[config.mk]
export PLATFORM = sky130hd
export DESIGN_NAME = llc_desc_top
export DESIGN_NICKNAME = d
export VERILOG_FILES = /design/src/llc_pkg.sv /design/src/llc_addr_decode.sv /design/src/llc_burst_cutter.sv /design/src/llc_burst_splitter.sv /design/src/llc_desc_arbiter.sv /design/src/llc_desc_top.sv
export SDC_FILE = /design/constraint.sdc
export NUM_CORES = 1
export LEC_CHECK = 0
export ABC_AREA = 1
export BUFFER_PORTS_ARGS = -buffer_cell sky130_fd_sc_hd__buf_4
export CAP_MARGIN = 20
export CORE_UTILIZATION = 57
export CTS_BUF_LIST = sky130_fd_sc_hd__clkbuf_8
export DETAILED_ROUTE_END_ITERATION = 10
export GPL_ROUTABILITY_DRIVEN = 0
export GPL_TIMING_DRIVEN = 0
export PLACE_DENSITY = 0.81
export SLEW_MARGIN = 15
export SYNTH_ARGS = -nofsm -noshare
export SYNTH_HDL_FRONTEND = slang
export SYNTH_HIERARCHICAL = 1
export SYNTH_SLANG_ARGS = --single-unit
[constraint.sdc]
create_clock -name clk_i -period 5.5 [get_ports clk_i]
set_clock_uncertainty 0.2 [all_clocks]
set_input_delay 0.275 -clock clk_i [delete_from_list [all_inputs] [get_ports clk_i]]
set_output_delay 0.275 -clock clk_i [all_outputs]
set_load 0.01 [all_outputs]
[src/llc_pkg.sv]
package llc_pkg;

  // axi address width in bits
  localparam int unsigned AddrWidth   = 32;
  // data bus is 8 bytes wide
  localparam int unsigned ByteOffset  = 3;
  // four blocks per cache line
  localparam int unsigned BlockOffset = 2;
  // address bit where the line index starts, a line is 32 bytes
  localparam int unsigned LineOffset  = ByteOffset + BlockOffset;
  // number of cache ways
  localparam int unsigned SetAssoc    = 4;
  // lines held by one way
  localparam int unsigned NumLines    = 64;
  // scratchpad bytes mapped onto one way
  localparam int unsigned WaySpmBytes = (1 << LineOffset) * NumLines;

  typedef logic [AddrWidth-1:0] addr_t;
  // beats minus one, as on the axi bus
  typedef logic [7:0]           len_t;
  // log2 of the bytes per beat
  typedef logic [2:0]           size_t;
  typedef logic [1:0]           burst_t;
  typedef logic [3:0]           id_t;
  // one bit per way
  typedef logic [SetAssoc-1:0]  way_ind_t;
  typedef logic [1:0]           resp_t;

  localparam resp_t  RespOkay   = 2'b00;
  localparam resp_t  RespSlvErr = 2'b10;

  // wrap bursts are handled as incr
  localparam burst_t BurstFixed = 2'b00;
  localparam burst_t BurstIncr  = 2'b01;

  // one aw or ar request
  typedef struct packed {
    id_t    id;
    addr_t  addr;
    len_t   len;
    size_t  size;
    burst_t burst;
  } chan_t;

  // the part of a burst that falls onto a single cache line
  typedef struct packed {
    id_t      id;
    addr_t    addr;
    len_t     len;
    size_t    size;
    burst_t   burst;
    // high for writes
    logic     rw;
    logic     spm;
    way_ind_t way_ind;
    resp_t    resp;
    // marks the final line of the burst
    logic     last;
  } desc_t;

  // half-open address region, end_addr itself is outside
  typedef struct packed {
    addr_t start_addr;
    addr_t end_addr;
  } rule_t;

  typedef enum logic [2:0] {
    IDLE,
    CAPTURE_ACK,
    WAIT_REQ_LOW,
    DESC_REQ,
    DESC_ACK_LOW
  } split_state_t;

endpackage

[src/llc_addr_decode.sv]
module llc_addr_decode (
  input  llc_pkg::addr_t    addr_i,
  input  llc_pkg::rule_t    cached_rule_i,
  // only start_addr of this rule is looked at
  input  llc_pkg::rule_t    spm_rule_i,
  output logic              spm_o,
  output llc_pkg::way_ind_t way_ind_o,
  output logic              dec_err_o
);

  logic in_cached;

  // cached region check against the half-open interval
  assign in_cached = (addr_i >= cached_rule_i.start_addr) &&
                     (addr_i <  cached_rule_i.end_addr);

  always_comb begin
    llc_pkg::addr_t region_start;
    llc_pkg::addr_t region_end;

    // nothing matched yet
    spm_o     = 1'b0;
    way_ind_o = '0;
    dec_err_o = 1'b1;

    // scratchpad regions sit back to back, way 0 first
    region_start = spm_rule_i.start_addr;
    region_end   = spm_rule_i.start_addr;
    for (int unsigned k = 0; k < llc_pkg::SetAssoc; k++) begin
      region_end = region_start + llc_pkg::addr_t'(llc_pkg::WaySpmBytes);
      if ((addr_i >= region_start) && (addr_i < region_end)) begin
        spm_o        = 1'b1;
        way_ind_o[k] = 1'b1;
        dec_err_o    = 1'b0;
      end
      // next way starts where this one ends
      region_start = region_end;
    end

    // the cached region wins on overlap
    if (in_cached) begin
      spm_o     = 1'b0;
      way_ind_o = '0;
      dec_err_o = 1'b0;
    end
  end

endmodule

[src/llc_burst_cutter.sv]
module llc_burst_cutter (
  input  logic           clk_i,
  input  logic           arst_n_i,
  // whole remaining transfer of this request
  input  llc_pkg::chan_t curr_chan_i,
  // 1 for aw, 0 for ar
  input  logic           rw_i,
  input  llc_pkg::rule_t cached_rule_i,
  input  llc_pkg::rule_t spm_rule_i,
  // transfer left over once the current line is done
  output llc_pkg::chan_t next_chan_o,
  output llc_pkg::desc_t desc_o
);

  // line address of the current beat, tag included
  llc_pkg::addr_t    this_line_addr;
  llc_pkg::addr_t    next_line_addr;
  // bytes from the current address up to the line end
  llc_pkg::addr_t    bytes_on_line;
  llc_pkg::len_t     beats_on_line;

  logic              dec_spm;
  llc_pkg::way_ind_t dec_way_ind;
  logic              dec_err;

  llc_addr_decode i_addr_decode (
    .addr_i        (curr_chan_i.addr),
    .cached_rule_i (cached_rule_i),
    .spm_rule_i    (spm_rule_i),
    .spm_o         (dec_spm),
    .way_ind_o     (dec_way_ind),
    .dec_err_o     (dec_err)
  );

  // clear the offset bits to get the line base
  assign this_line_addr = {curr_chan_i.addr[llc_pkg::AddrWidth-1:llc_pkg::LineOffset],
                           {llc_pkg::LineOffset{1'b0}}};
  assign next_line_addr = this_line_addr + (llc_pkg::addr_t'(1) << llc_pkg::LineOffset);
  assign bytes_on_line  = next_line_addr - curr_chan_i.addr;
  // round up, an unaligned first beat still counts as one
  assign beats_on_line  = llc_pkg::len_t'((bytes_on_line - llc_pkg::addr_t'(1)) >>
                                          curr_chan_i.size) + llc_pkg::len_t'(1);

  always_comb begin
    next_chan_o     = curr_chan_i;

    desc_o.id       = curr_chan_i.id;
    desc_o.addr     = curr_chan_i.addr;
    desc_o.len      = curr_chan_i.len;
    desc_o.size     = curr_chan_i.size;
    desc_o.burst    = curr_chan_i.burst;
    desc_o.rw       = rw_i;
    desc_o.spm      = dec_spm;
    desc_o.way_ind  = dec_way_ind;
    desc_o.resp     = llc_pkg::RespOkay;
    desc_o.last     = 1'b1;

    // unmapped address, steer to way 0 and flag an error
    if (dec_err) begin
      desc_o.spm     = 1'b1;
      desc_o.way_ind = llc_pkg::way_ind_t'(1);
      desc_o.resp    = llc_pkg::RespSlvErr;
    end

    // beats spill over onto the next line
    if (((beats_on_line - llc_pkg::len_t'(1)) < curr_chan_i.len) &&
        (curr_chan_i.burst != llc_pkg::BurstFixed)) begin
      desc_o.len       = beats_on_line - llc_pkg::len_t'(1);
      desc_o.last      = 1'b0;
      next_chan_o.addr = next_line_addr;
      next_chan_o.len  = curr_chan_i.len - beats_on_line;
    end
  end

  // catches a wrap of the address space at the top line
  line_rollover: assert property (@(posedge clk_i) disable iff (!arst_n_i)
    next_line_addr > this_line_addr)
    else $error("burst cutter: next line %h not above line %h", next_line_addr, this_line_addr);

  next_line_order: assert property (@(posedge clk_i) disable iff (!arst_n_i)
    next_line_addr >= curr_chan_i.addr)
    else $error("burst cutter: next line %h below address %h", next_line_addr,
                curr_chan_i.addr);

endmodule

[src/llc_burst_splitter.sv]
module llc_burst_splitter (
  input  logic           clk_i,
  input  logic           arst_n_i,
  // 1 for the aw splitter, 0 for ar
  input  logic           rw_i,
  // four-phase request from the master
  input  logic           chan_req_i,
  input  llc_pkg::chan_t chan_i,
  output logic           chan_ack_o,
  input  llc_pkg::rule_t cached_rule_i,
  input  llc_pkg::rule_t spm_rule_i,
  // four-phase descriptor output
  output logic           desc_req_o,
  output llc_pkg::desc_t desc_o,
  input  logic           desc_ack_i
);

  llc_pkg::split_state_t state_q;
  llc_pkg::split_state_t state_d;
  // remaining part of the burst still to be cut
  llc_pkg::chan_t        chan_q;
  llc_pkg::chan_t        chan_d;
  llc_pkg::chan_t        next_chan;

  // cutter always works on the stored channel so desc_o is stable
  llc_burst_cutter i_burst_cutter (
    .clk_i         (clk_i),
    .arst_n_i      (arst_n_i),
    .curr_chan_i   (chan_q),
    .rw_i          (rw_i),
    .cached_rule_i (cached_rule_i),
    .spm_rule_i    (spm_rule_i),
    .next_chan_o   (next_chan),
    .desc_o        (desc_o)
  );

  always_comb begin
    state_d = state_q;
    chan_d  = chan_q;

    unique case (state_q)
      llc_pkg::IDLE: begin
        // latch on the same edge that raises ack
        if (chan_req_i) begin
          chan_d  = chan_i;
          state_d = llc_pkg::CAPTURE_ACK;
        end
      end
      llc_pkg::CAPTURE_ACK: begin
        // first ack cycle, master may already have let go
        if (!chan_req_i) begin
          state_d = llc_pkg::DESC_REQ;
        end else begin
          state_d = llc_pkg::WAIT_REQ_LOW;
        end
      end
      llc_pkg::WAIT_REQ_LOW: begin
        // ack stays up until the master drops req
        if (!chan_req_i) begin
          state_d = llc_pkg::DESC_REQ;
        end
      end
      llc_pkg::DESC_REQ: begin
        // sink took the descriptor, drop req next edge
        if (desc_ack_i) begin
          state_d = llc_pkg::DESC_ACK_LOW;
        end
      end
      llc_pkg::DESC_ACK_LOW: begin
        // handshake closed, move on to the next line or finish
        if (!desc_ack_i) begin
          if (desc_o.last) begin
            state_d = llc_pkg::IDLE;
          end else begin
            chan_d  = next_chan;
            state_d = llc_pkg::DESC_REQ;
          end
        end
      end
      default: begin
        state_d = llc_pkg::IDLE;
      end
    endcase
  end

  always_ff @(posedge clk_i or negedge arst_n_i) begin
    if (!arst_n_i) begin
      state_q <= llc_pkg::IDLE;
      chan_q  <= '0;
    end else begin
      state_q <= state_d;
      chan_q  <= chan_d;
    end
  end

  // ack covers both capture states
  assign chan_ack_o = (state_q == llc_pkg::CAPTURE_ACK) ||
                      (state_q == llc_pkg::WAIT_REQ_LOW);
  assign desc_req_o = (state_q == llc_pkg::DESC_REQ);

  // descriptor must not move under a pending request
  desc_stable: assert property (@(posedge clk_i) disable iff (!arst_n_i)
    (desc_req_o && !desc_ack_i) |=> $stable(desc_o))
    else $error("burst splitter: descriptor changed while req pending");

endmodule

[src/llc_desc_arbiter.sv]
module llc_desc_arbiter (
  input  logic           clk_i,
  input  logic           arst_n_i,
  // write side, from the aw splitter
  input  logic           wr_req_i,
  input  llc_pkg::desc_t wr_desc_i,
  output logic           wr_ack_o,
  // read side, from the ar splitter
  input  logic           rd_req_i,
  input  llc_pkg::desc_t rd_desc_i,
  output logic           rd_ack_o,
  // merged stream
  output logic           desc_req_o,
  output llc_pkg::desc_t desc_o,
  input  logic           desc_ack_i
);

  // grant is locked while a handshake is in flight
  logic gnt_valid_q;
  // high when read holds or last held the grant
  logic gnt_rd_q;
  logic pick_rd;
  logic sel_rd;
  logic sel_req;

  // read wins if alone or if write had the last turn
  assign pick_rd = rd_req_i && (!wr_req_i || !gnt_rd_q);
  // locked grant or else a fresh pick this cycle
  assign sel_rd  = gnt_valid_q ? gnt_rd_q : pick_rd;
  assign sel_req = sel_rd ? rd_req_i : wr_req_i;

  assign desc_req_o = sel_req;
  assign desc_o     = sel_rd ? rd_desc_i : wr_desc_i;
  // ack only goes back to the winner
  assign wr_ack_o   = !sel_rd && desc_ack_i;
  assign rd_ack_o   = sel_rd && desc_ack_i;

  always_ff @(posedge clk_i or negedge arst_n_i) begin
    if (!arst_n_i) begin
      gnt_valid_q <= 1'b0;
      gnt_rd_q    <= 1'b0;
    end else if (!gnt_valid_q) begin
      // lock in the pick as soon as someone asks
      if (wr_req_i || rd_req_i) begin
        gnt_valid_q <= 1'b1;
        gnt_rd_q    <= pick_rd;
      end
    end else if (!sel_req && !desc_ack_i) begin
      // both sides back at zero so the output is free
      gnt_valid_q <= 1'b0;
    end
  end

  // no switching in the middle of a four-phase cycle
  grant_hold: assert property (@(posedge clk_i) disable iff (!arst_n_i)
    (desc_req_o || desc_ack_i) |=> $stable(sel_rd))
    else $error("desc arbiter: grant changed during a handshake");

endmodule

[src/llc_desc_top.sv]
module llc_desc_top (
  input  logic           clk_i,
  input  logic           arst_n_i,
  // write address requests
  input  logic           aw_req_i,
  input  llc_pkg::chan_t aw_chan_i,
  output logic           aw_ack_o,
  // read address requests
  input  logic           ar_req_i,
  input  llc_pkg::chan_t ar_chan_i,
  output logic           ar_ack_o,
  // region map, shared by both channels
  input  llc_pkg::rule_t cached_rule_i,
  input  llc_pkg::rule_t spm_rule_i,
  // merged descriptor stream
  output logic           desc_req_o,
  output llc_pkg::desc_t desc_o,
  input  logic           desc_ack_i
);

  // splitter to arbiter handshakes
  logic           aw_desc_req;
  llc_pkg::desc_t aw_desc;
  logic           aw_desc_ack;
  logic           ar_desc_req;
  llc_pkg::desc_t ar_desc;
  logic           ar_desc_ack;

  // aw splitter, descriptors are writes
  llc_burst_splitter i_aw_splitter (
    .clk_i         (clk_i),
    .arst_n_i      (arst_n_i),
    .rw_i          (1'b1),
    .chan_req_i    (aw_req_i),
    .chan_i        (aw_chan_i),
    .chan_ack_o    (aw_ack_o),
    .cached_rule_i (cached_rule_i),
    .spm_rule_i    (spm_rule_i),
    .desc_req_o    (aw_desc_req),
    .desc_o        (aw_desc),
    .desc_ack_i    (aw_desc_ack)
  );

  llc_burst_splitter i_ar_splitter (
    .clk_i         (clk_i),
    .arst_n_i      (arst_n_i),
    .rw_i          (1'b0),
    .chan_req_i    (ar_req_i),
    .chan_i        (ar_chan_i),
    .chan_ack_o    (ar_ack_o),
    .cached_rule_i (cached_rule_i),
    .spm_rule_i    (spm_rule_i),
    .desc_req_o    (ar_desc_req),
    .desc_o        (ar_desc),
    .desc_ack_i    (ar_desc_ack)
  );

  llc_desc_arbiter i_arbiter (
    .clk_i      (clk_i),
    .arst_n_i   (arst_n_i),
    .wr_req_i   (aw_desc_req),
    .wr_desc_i  (aw_desc),
    .wr_ack_o   (aw_desc_ack),
    .rd_req_i   (ar_desc_req),
    .rd_desc_i  (ar_desc),
    .rd_ack_o   (ar_desc_ack),
    .desc_req_o (desc_req_o),
    .desc_o     (desc_o),
    .desc_ack_i (desc_ack_i)
  );

endmodule

Word-level counts from Yosys, hierarchy flattened
Cells that the tools add are included.
{"block": "word_totals", "ff_bits": 106, "input_bits": 231, "output_inout_bits": 61}
{"block": "op_classes", "addsub": 16, "order_cmp": 22, "eq_ne": 18, "shifts": 2, "n_mux": 62, "bitwise_logic": 3, "n_reduce_logical": 38}
{"operator": "$ge 32x32->1", "n": 10}
{"operator": "$lt 32x32->1", "n": 10}
{"operator": "$mux 49", "n": 4}
{"operator": "$pmux 49 s2", "n": 2}
{"operator": "$add 32x12->32 const B", "n": 4}
{"operator": "$mux 45", "n": 2}
{"operator": "$add 32x6->32 const B", "n": 2}
{"operator": "$shr 32x3->8", "n": 2}
{"operator": "$sub 32x1->32 const B", "n": 2}
{"operator": "$sub 32x32->32", "n": 2}
{"operator": "$mux 58", "n": 1}
{"operator": "$mux 1", "n": 35}
{"operator": "$pmux 3 s5", "n": 2}
{"operator": "$mux 3", "n": 8}
{"operator": "$ne 2x2->1 const B", "n": 10}
{"operator": "$add 8x1->8 const B", "n": 2}
{"operator": "$logic_and 1x1->1", "n": 16}
{"operator": "$lt 8x8->1", "n": 2}
{"operator": "$mux 8", "n": 2}
{"operator": "$reduce_and 4->1", "n": 4}
{"operator": "$sub 8x1->8 const B", "n": 2}
{"operator": "$sub 8x8->8", "n": 2}
{"operator": "$mux 7", "n": 2}
{"operator": "$eq 3x2->1 const B", "n": 4}
{"operator": "other kinds (11)", "n": 29}

Longest topological paths before layout
Gate-level depths: netlist of run 1.
{"block": "depth", "ltp_word": 11, "mapped_depth": 44, "mapped_depth_nobuf": 44}

Hierarchy
Netlist of run 1, hierarchy kept.
{"mod": "llc_addr_decode", "instances": 2, "cells_per_inst": 1013, "area_each_um2": 6422.4, "seq_area_each_um2": 0.0}
{"mod": "llc_burst_splitter", "instances": 2, "cells_per_inst": 405, "area_each_um2": 2758.9, "seq_area_each_um2": 1301.2}
{"mod": "llc_burst_cutter at i_ar_splitter.i_burst_cutter", "instances": 1, "cells_per_inst": 589, "area_each_um2": 3295.7, "seq_area_each_um2": 0.0}
{"mod": "llc_burst_cutter at i_aw_splitter.i_burst_cutter", "instances": 1, "cells_per_inst": 567, "area_each_um2": 3101.7, "seq_area_each_um2": 0.0}
{"mod": "llc_desc_arbiter", "instances": 1, "cells_per_inst": 208, "area_each_um2": 903.4, "seq_area_each_um2": 50.0}
{"mod": "llc_desc_top", "instances": 1, "cells_per_inst": 2, "area_each_um2": 7.5, "seq_area_each_um2": 0.0}

Worst setup path before layout of run 1
Ideal clock, no wire load.
{"block": "synth_timing", "path_type": "register to register", "start": "reg i_ar_splitter/chan_q[19] in the netlist's numbering", "end": "reg i_ar_splitter/chan_q[42] in the netlist's numbering", "setup_time_ns": 0.118, "arrival_ns": 5.501, "path_slack_ns": -0.319, "stages_incl_launch_ff": 41, "n_path_buf": 1, "cell_sequence": "dfrtp_1 -> ha_1 -> ha_1 -> inv_1 -> nand2_1 -> nand2_1 -> nand3_2 -> nand3_1 -> nand3_1 -> nand3_1 -> nand3_1 -> nand2_1 -> ha_1 -> inv_1 -> nor2_1 -> nand2_1 -> nor2_2 -> nand2_1 -> [5 not listed] -> nand2_1 -> nor2_1 -> a211oi_1 -> nand3_1 -> buf_2 -> nor2_1 -> nand2_1 -> inv_1 -> nand3_1 -> nor3_1 -> nand3_1 -> nor3b_1 -> nand3_1 -> xnor2_1 -> nand3_1 -> nand2_1 -> nand2_1 -> nand2_1"}
{"item": "start, declared", "line": "llc_burst_splitter.sv:21", "source": "llc_pkg::chan_t chan_q;"}
{"item": "start signal, assigned", "line": "llc_burst_splitter.sv:92", "source": "chan_q <= chan_d;"}

==> reports/qor.csv, run 1 <==
stage,metric,value,unit
floorplanning,I/O Pins,292,
floorplanning,Starting Density,57.9,%
worst_setup_path,CP max stage delay,0.47,ns
global_routing,initial antenna violation count,4,
sta,Hold Slack,0.0773,ns
outcome,status,"finished, violations left",
global_routing,Tot GR Track Use,38.0,%
cts,H-tree Lvls,3,
drt,drt pass-1 iters,7,
worst_setup_path,Worst Path Max Fanout,6,
drt,WL met3,10300,µm
worst_setup_path,Worst path slowest cell,dfrtp_2,
sta,post-route minimum period,6.06,ns
synthesis,synth warn,6,
synthesis,post-synthesis register bit count,106,
cts,"Reg clk slew, reported paths",0.11,ns
power,peak supply drop,502,µV
placement,Detailed Place HPWL,66200,µm
synthesis,Mapped Cells,4202,
synthesis,top-area cell type share of the netlist area,21.0,%
worst_setup_path,element type at the critical path end,register,
cts,Max clock buf depth,2,
global_routing,global-route wire length before repair,141000,µm
job,Max Cap Viol,0,
global_routing,GRT overflow,0,
worst_setup_path,critical path class,reg2reg,
synthesis,"count leader, synth",nand2_1,
hold_path,min-delay worst type,in2async,
synthesis,ys flop type,dfrtp_1,
cts,CTS tree,done,
worst_setup_path,"most used cell, CP",nand2_1,
cts,Worst-Skew Late Latency,0.48,ns
drt,Via-to-Cell Ratio,5.84,
finish,Layout area overhead,32.4,%
cts,Num Clock Sinks,106,
sta,Worst Slack Setup Final,-0.560,ns
synthesis,"FFs w/ async S/R, synth",100,%
synthesis,sequential share of the synthesized area,10.3,%
power,Sw Ratio,58.2,%
drt,WL met1,37100,µm
floorplanning,full die area,45900,µm²
worst_setup_path,Critical Path AT,6.23,ns
drt,WL/cell,18.3,µm
cts,CTS Buf Count,9,
finish,Nets,5442,
drt,Residual DRC,0,
sta,Final Setup Violations,76,
floorplanning,Die H,214,µm
synthesis,Syn Nets,4841,
drt,met2 WL post-DR,43700,µm
floorplanning,core area,44300,µm²
synthesis,Post-synth EDFFs,0,
synthesis,cell taking the most area after synthesis,nand2_1,
synthesis,Netlist Area Pre-Place,25700,µm²
power,Internal Power,0.00926,W
finish,layout cells sized above 1,28.4,%
sta,fmax,0.165,GHz
power,power per standard cell area,651,nW/µm²
power,Pleak,18.5,nW
placement,IO buf count,258,
placement,area post-placement,28400,µm²
finish,filler cell count,3088,
drt,Initial DRC Count,3391,
sta,Rel. slew slack,32.5,%
cts,clk root buf,clkbuf_8,
sta,period utilisation layout,110,%
power,Psw,0.0129,W
worst_setup_path,"Req. time, crit path",5.67,ns
finish,design area,34000,µm²
drt,"antenna viol nets, final",0,
drt,Routed WL,98900,µm
synthesis,Synth area leaders,"nand2_1 21%, ha_1 20%, dfrtp_1 10%",
floorplanning,Horiz. Die Dim,214,µm
sta,fin. max-slew vios,0,
synthesis,Unique masters post-synth,67,
worst_setup_path,CP startpoint kind,register,
floorplanning,number of core rows,77,
power,Clock power frac,2.2,%
sta,RSZ-0062 raised after global routing,yes,
synthesis,mean post-synth cell area,6.11,µm²
drt,detailed-route via count,31500,
global_routing,vias in the first global route,27900,
outcome,failing checks,negative setup slack,
power,register share of total power,11.1,%
power,Comb pwr share,86.7,%
finish,Ant. Diodes,0,
global_routing,largest net degree at the start of global routing,64,
sta,actual slew at the worst max-slew pin,1.01,ns
sta,Final Hold Vio Count,0,
drt,top sig layer,met5,
synthesis,list of most frequent post-synthesis cells,"1438 x nand2_1, 520 x inv_1, 406 x ha_1",
[flip-flops by register name (all words and copies together) (netlist names)]
name                   count
i_ar_splitter/chan_q      49
i_aw_splitter/chan_q      49
i_ar_splitter/state_q      3
i_aw_splitter/state_q      3
i_arbiter/gnt_rd_q         1
i_arbiter/gnt_valid_q      1
[critical path, delay by kind of cell (launching register included)]
family | cells | cell delay (ns)
and+or+nand+nor | 29 | 3.36
buffers and inverters | 7 | 0.70
adders and majority gates | 3 | 0.68
DFF | 1 | 0.47
xor gates and xnor gates | 2 | 0.34
AOI/OAI and AO/OA | 1 | 0.19
[power by group through the flow]
| stage | registers, W | clock network, W | logic, W |
|---|---|---|---|
| finish | 0.00245 | 0.000492 | 0.0192 |
| global route | 0.00248 | 0.000521 | 0.0207 |
| CTS | 0.00237 | 0.000498 | 0.0164 |
| detailed placement | 0.00245 | 0 | 0.0141 |
| global placement | 0.00245 | 0 | 0.0137 |
| floorplan | 0.00186 | 0 | 0.0104 |
[per-stage QoR]
step | worst slack (ns) | power [W] | setup TNS, ns | utilization [%] | instances
after floorplan | 0.0184 | 0.0122 | 0 | - | 4202
after global placement | -0.979 | 0.0162 | -86.53 | 64.1 | 5052
after detailed placement | -1.01 | 0.0165 | -88.93 | 64.1 | 5053
after CTS | -0.205 | 0.0192 | -0.871 | 71.8 | 5295
after global routing | -0.768 | 0.0237 | -32.04 | 76.7 | 5400
final | -0.560 | 0.0221 | -14.78 | 76.7 | 5400
[final timing paths]
kind,start,end,slack (ns),cells past startpoint
hold / removal,arst_n_i,i_ar_splitter/chan_q[15],0.08,2
setup reg to reg,i_ar_splitter/chan_q[19],i_ar_splitter/chan_q[38],-0.56,42
setup / recovery,i_ar_splitter/chan_q[19],i_ar_splitter/chan_q[38],-0.56,42
min in group clk_i,aw_chan_i[23],i_aw_splitter/chan_q[23],0.15,5
hold reg to reg,i_aw_splitter/chan_q[24],i_aw_splitter/chan_q[24],0.32,2
max in group asynchronous,arst_n_i,i_aw_splitter/chan_q[23],4.29,3
[layer usage]
| metal | track usage, % | vias to the layer above |
|---|---|---|
| li1 | - | 14700 |
| met1 | 46.5 | 14400 |
| met2 | 61.4 | 1919 |
| met3 | 7.26 | 545 |
| met4 | 24.1 | 6 |
| met5 | 0 | - |
[repair_timing]
action | in CTS | in global routing
pin swaps | 131 | 214
endpoints found under the setup margin | 117 | 113
resized for setup | 308 | 334
gates cloned | 1 | 0
hold endpoints to repair | 208 | 0
setup buffers | 125 | 104
hold buffers | 101 | 0
[layout by cell type (no fill, tap or decap), types with 10 or more instances in the layout]
| cell type | n |
|---|---|
| buf_6 | 50 |
| inv_1 | 485 |
| a21o_1 | 11 |
| ha_1 | 376 |
| dfrtp_2 | 16 |
| a211oi_1 | 10 |
| xor2_1 | 66 |
| o21ai_0 | 97 |
| o21bai_1 | 10 |
| nor2_4 | 61 |
| nand3_1 | 293 |
| nand3_2 | 76 |
| xor2_4 | 12 |
| nor3_4 | 12 |
| o21ai_2 | 11 |
| nand2_1 | 1302 |
| ha_4 | 30 |
| nor2_1 | 153 |
| xnor2_1 | 15 |
| dlygate4sd3_1 | 101 |
| nand3_4 | 22 |
| clkbuf_1 | 27 |
| dfrtp_1 | 90 |
| buf_4 | 566 |
| nand4_1 | 89 |
| a21oi_1 | 187 |
| xor2_2 | 22 |
| buf_2 | 24 |
| clkbuf_8 | 10 |
| o211ai_1 | 29 |
| nand2_2 | 178 |
| nand2_4 | 43 |
| inv_2 | 79 |
| nor2_2 | 54 |
| o21ai_1 | 18 |
| nor3_1 | 24 |
| nor3_2 | 11 |
[layout make-up]
cell class | count | area, µm² | share of cell area [%]
Buffer | 197 | 1450 | 4.26
Clock buffer | 9 | 124 | 0.364
Clock inverter | 7 | 46.3 | 0.136
Inverter | 572 | 2170 | 6.39
Multi-Input combinational cell | 3327 | 21900 | 64.4
Sequential cell | 106 | 2670 | 7.86
Tap cell | 592 | 741 | 2.18
Timing Repair Buffer | 590 | 4900 | 14.4
[logic make-up after synthesis]
group	synth area share (%)
AO/OA/AOI/OAI	9.39
XOR/XNOR	4.85
adder cells (fa/ha/maj)	19.9
buffers and inverters	13.5
flip-flops	10.3
other	0.0585
AND/OR/NAND/NOR	41.9
No activity file was read; power rests on OpenSTA's default activity.
==> run 2: changes to the inputs <==
--- a/config.mk
+++ b/config.mk
@@ -8,14 +8,17 @@
 export ABC_AREA = 1
 export BUFFER_PORTS_ARGS = -buffer_cell sky130_fd_sc_hd__buf_4
 export CAP_MARGIN = 20
-export CORE_UTILIZATION = 57
+export CELL_PAD_IN_SITES_DETAIL_PLACEMENT = 1
+export CELL_PAD_IN_SITES_GLOBAL_PLACEMENT = 2
+export CORE_UTILIZATION = 30
 export CTS_BUF_LIST = sky130_fd_sc_hd__clkbuf_8
 export DETAILED_ROUTE_END_ITERATION = 10
 export GPL_ROUTABILITY_DRIVEN = 0
 export GPL_TIMING_DRIVEN = 0
-export PLACE_DENSITY = 0.81
+export PLACE_DENSITY_LB_ADDON = 0.1
 export SLEW_MARGIN = 15
 export SYNTH_ARGS = -nofsm -noshare
 export SYNTH_HDL_FRONTEND = slang
 export SYNTH_HIERARCHICAL = 1
 export SYNTH_SLANG_ARGS = --single-unit
+export TNS_END_PERCENT = 10
==> run 2 against run 1 <==
The flow still finishes with violations (negative setup slack). Design area increased by 4.0%. Final cell count increased by 11%. Register-to-register slack improved by 0.10 ns. Via count decreased by 6.9%. Sequential share of layout area decreased by 0.29 points. Clock power increased by 15%. Critical path type is now reg2out.
==> reports/qor.csv, run 2 (synthesized netlist as in run 1, its figures left out) <==
stage,metric,value,unit
sta,period utilisation layout,109,%
cts,H-tree Lvls,3,
sta,Final Hold Vio Count,0,
outcome,failing checks,negative setup slack,
cts,CTS tree,done,
power,peak supply drop,492,µV
placement,dpl ws,-1.42,ns
global_routing,global-route wire length before repair,172000,µm
drt,detailed-route via count,29300,
job,Max Cap Viol,0,
worst_setup_path,CP max stage delay,0.54,ns
cts,"Reg clk slew, reported paths",0.13,ns
finish,"commonest cells after routing, fill and taps aside","1286 x nand2_1, 582 x buf_4, 478 x inv_1",
cts,clk root buf,clkbuf_8,
worst_setup_path,crit-path leading delay family,simple AND/OR/NAND/NOR gates,
sta,post-route minimum period,5.98,ns
cts,Worst-Skew Late Latency,0.49,ns
floorplanning,full die area,86700,µm²
placement,Detailed Place HPWL,89200,µm
global_routing,initial antenna violation count,6,
sta,RSZ-0062 raised after global routing,yes,
global_routing,largest net degree at the start of global routing,64,
sta,actual slew at the worst max-slew pin,1.05,ns
drt,Routed WL,115000,µm
finish,"most common cell after layout, fill and taps aside",nand2_1,
floorplanning,I/O Pins,292,
power,power per standard cell area,658,nW/µm²
sta,fmax,0.167,GHz
finish,filler cell count,10900,
hold_path,min-delay worst type,in2async,
worst_setup_path,Worst path slowest cell,dfrtp_4,
floorplanning,Horiz. Die Dim,295,µm
worst_setup_path,critical path class,reg2out,
placement,IO buf count,258,
worst_setup_path,"Req. time, crit path",5.03,ns
sta,Final Setup Violations,70,
worst_setup_path,Critical Path AT,5.50,ns
power,overall power,0.0233,W
finish,Nets,5470,
finish,layout cells sized above 1,29.6,%
global_routing,GRT overflow,0,
drt,Initial DRC Count,1246,
worst_setup_path,crit path buf inv count,10,
sta,Rel. slew slack,29.7,%
worst_setup_path,FF-to-FF setup slack,-0.46,ns
drt,WL/cell,19.3,µm
drt,Residual DRC,0,
drt,drt pass-1 iters,5,
worst_setup_path,CP startpoint kind,register,
floorplanning,number of core rows,106,
outcome,status,"finished, violations left",
global_routing,Tot GR Track Use,25.8,%
worst_setup_path,element type at the critical path end,primary output,
sta,fin. max-slew vios,0,
finish,Top Registers,"i_ar_splitter/chan_q x49, i_aw_splitter/chan_q x49",
drt,"antenna viol nets, final",0,
worst_setup_path,Worst Path Max Fanout,5,
finish,Layout area overhead,37.7,%
floorplanning,core area,84200,µm²
drt,Via-to-Cell Ratio,4.91,
floorplanning,Die H,295,µm
sta,Worst Slack Setup Final,-0.479,ns
cts,CTS Buf Count,9,
power,Pleak,18.7,nW
cts,Num Clock Sinks,106,
worst_setup_path,"most used cell, CP",nand2_2,
cts,Max clock buf depth,2,
floorplanning,Starting Density,30.5,%
global_routing,vias in the first global route,29200,
-- run 2: cell types whose count changed in the layout (fill, tap and decap cells not counted), moves of 4 or more --
cell and delta:
nand3_2 +12, inv_1 -7, clkbuf_16 +5, nand2_1 -16, nand2_4 +12, nor2_4 +14
buf_4 +16, buf_6 -4, nor2_2 -10, nand3_1 -16, nand3_4 +4
-- run 2: worst paths after layout --
path,from,endpoint,cells past startpoint
worst max-delay path,i_ar_splitter/chan_q[18],desc_o[21],38
worst min-delay path,arst_n_i,i_ar_splitter/chan_q[13],2
worst max register to register,i_ar_splitter/chan_q[18],i_ar_splitter/chan_q[38],42
worst min register to register,i_aw_splitter/chan_q[45],i_aw_splitter/chan_q[45],2
max in group asynchronous,arst_n_i,i_aw_splitter/chan_q[25],3
min in group clk_i,i_aw_splitter/chan_q[45],i_aw_splitter/chan_q[45],2
-- run 2: layout make-up --
type | instances | area (µm²) | area share [%]
Multi-Input combinational cell | 3328 | 22200 | 62.8
Timing Repair Buffer | 617 | 5190 | 14.7
Sequential cell | 106 | 2680 | 7.57
Inverter | 572 | 2200 | 6.23
Buffer | 197 | 1500 | 4.24
Tap cell | 1134 | 1420 | 4.01
Clock buffer | 9 | 124 | 0.350
Clock inverter | 7 | 58.8 | 0.166
Antenna cell | 1 | 2.50 | 0.00708
-- run 2: metal layers --
| metal | vias to the layer above | part of all wire [%] | GRT usage, % |
|---|---|---|---|
| met2 | 408 | 46 | 42.7 |
| met4 | 10 | 2.4 | 6.59 |
| met1 | 14100 | 48 | 35.3 |
| met3 | 90 | 3.5 | 2.68 |
| li1 | 14700 | - | - |
| met5 | - | 0.049 | 0 |
-- run 2: metrics by stage --
step / cell area [µm²] / utilization (%) / hold WS [ns] / TNS, ns / cells
finish: 35300 / 42.0 / 0.0791 / -13.16 / 5971
global route: 35300 / 42.0 / 0.0874 / -38.27 / 5971
CTS: 32500 / 38.6 / 0.0506 / -8.08 / 5840
detailed placement: 29100 / 34.5 / 0.0481 / -137.43 / 5596
global placement: 29100 / 34.5 / 0.287 / -131.06 / 5594
floorplan: 25700 / - / -0.221 / -0.0391 / 4202
-- run 2: power by group --
group          internal, W  switching [W]
combinational      0.00848         0.0117
sequential         0.00117        0.00136
clock             0.000175       0.000392
-- run 2: what timing repair did --
action,in CTS,in global routing
endpoints found under the hold margin,210,0
cloned,1,4
pin swaps,94,284
setup endpoints to repair,117,113
setup buffers,126,126
gates resized for setup,288,436
hold buffers,102,0
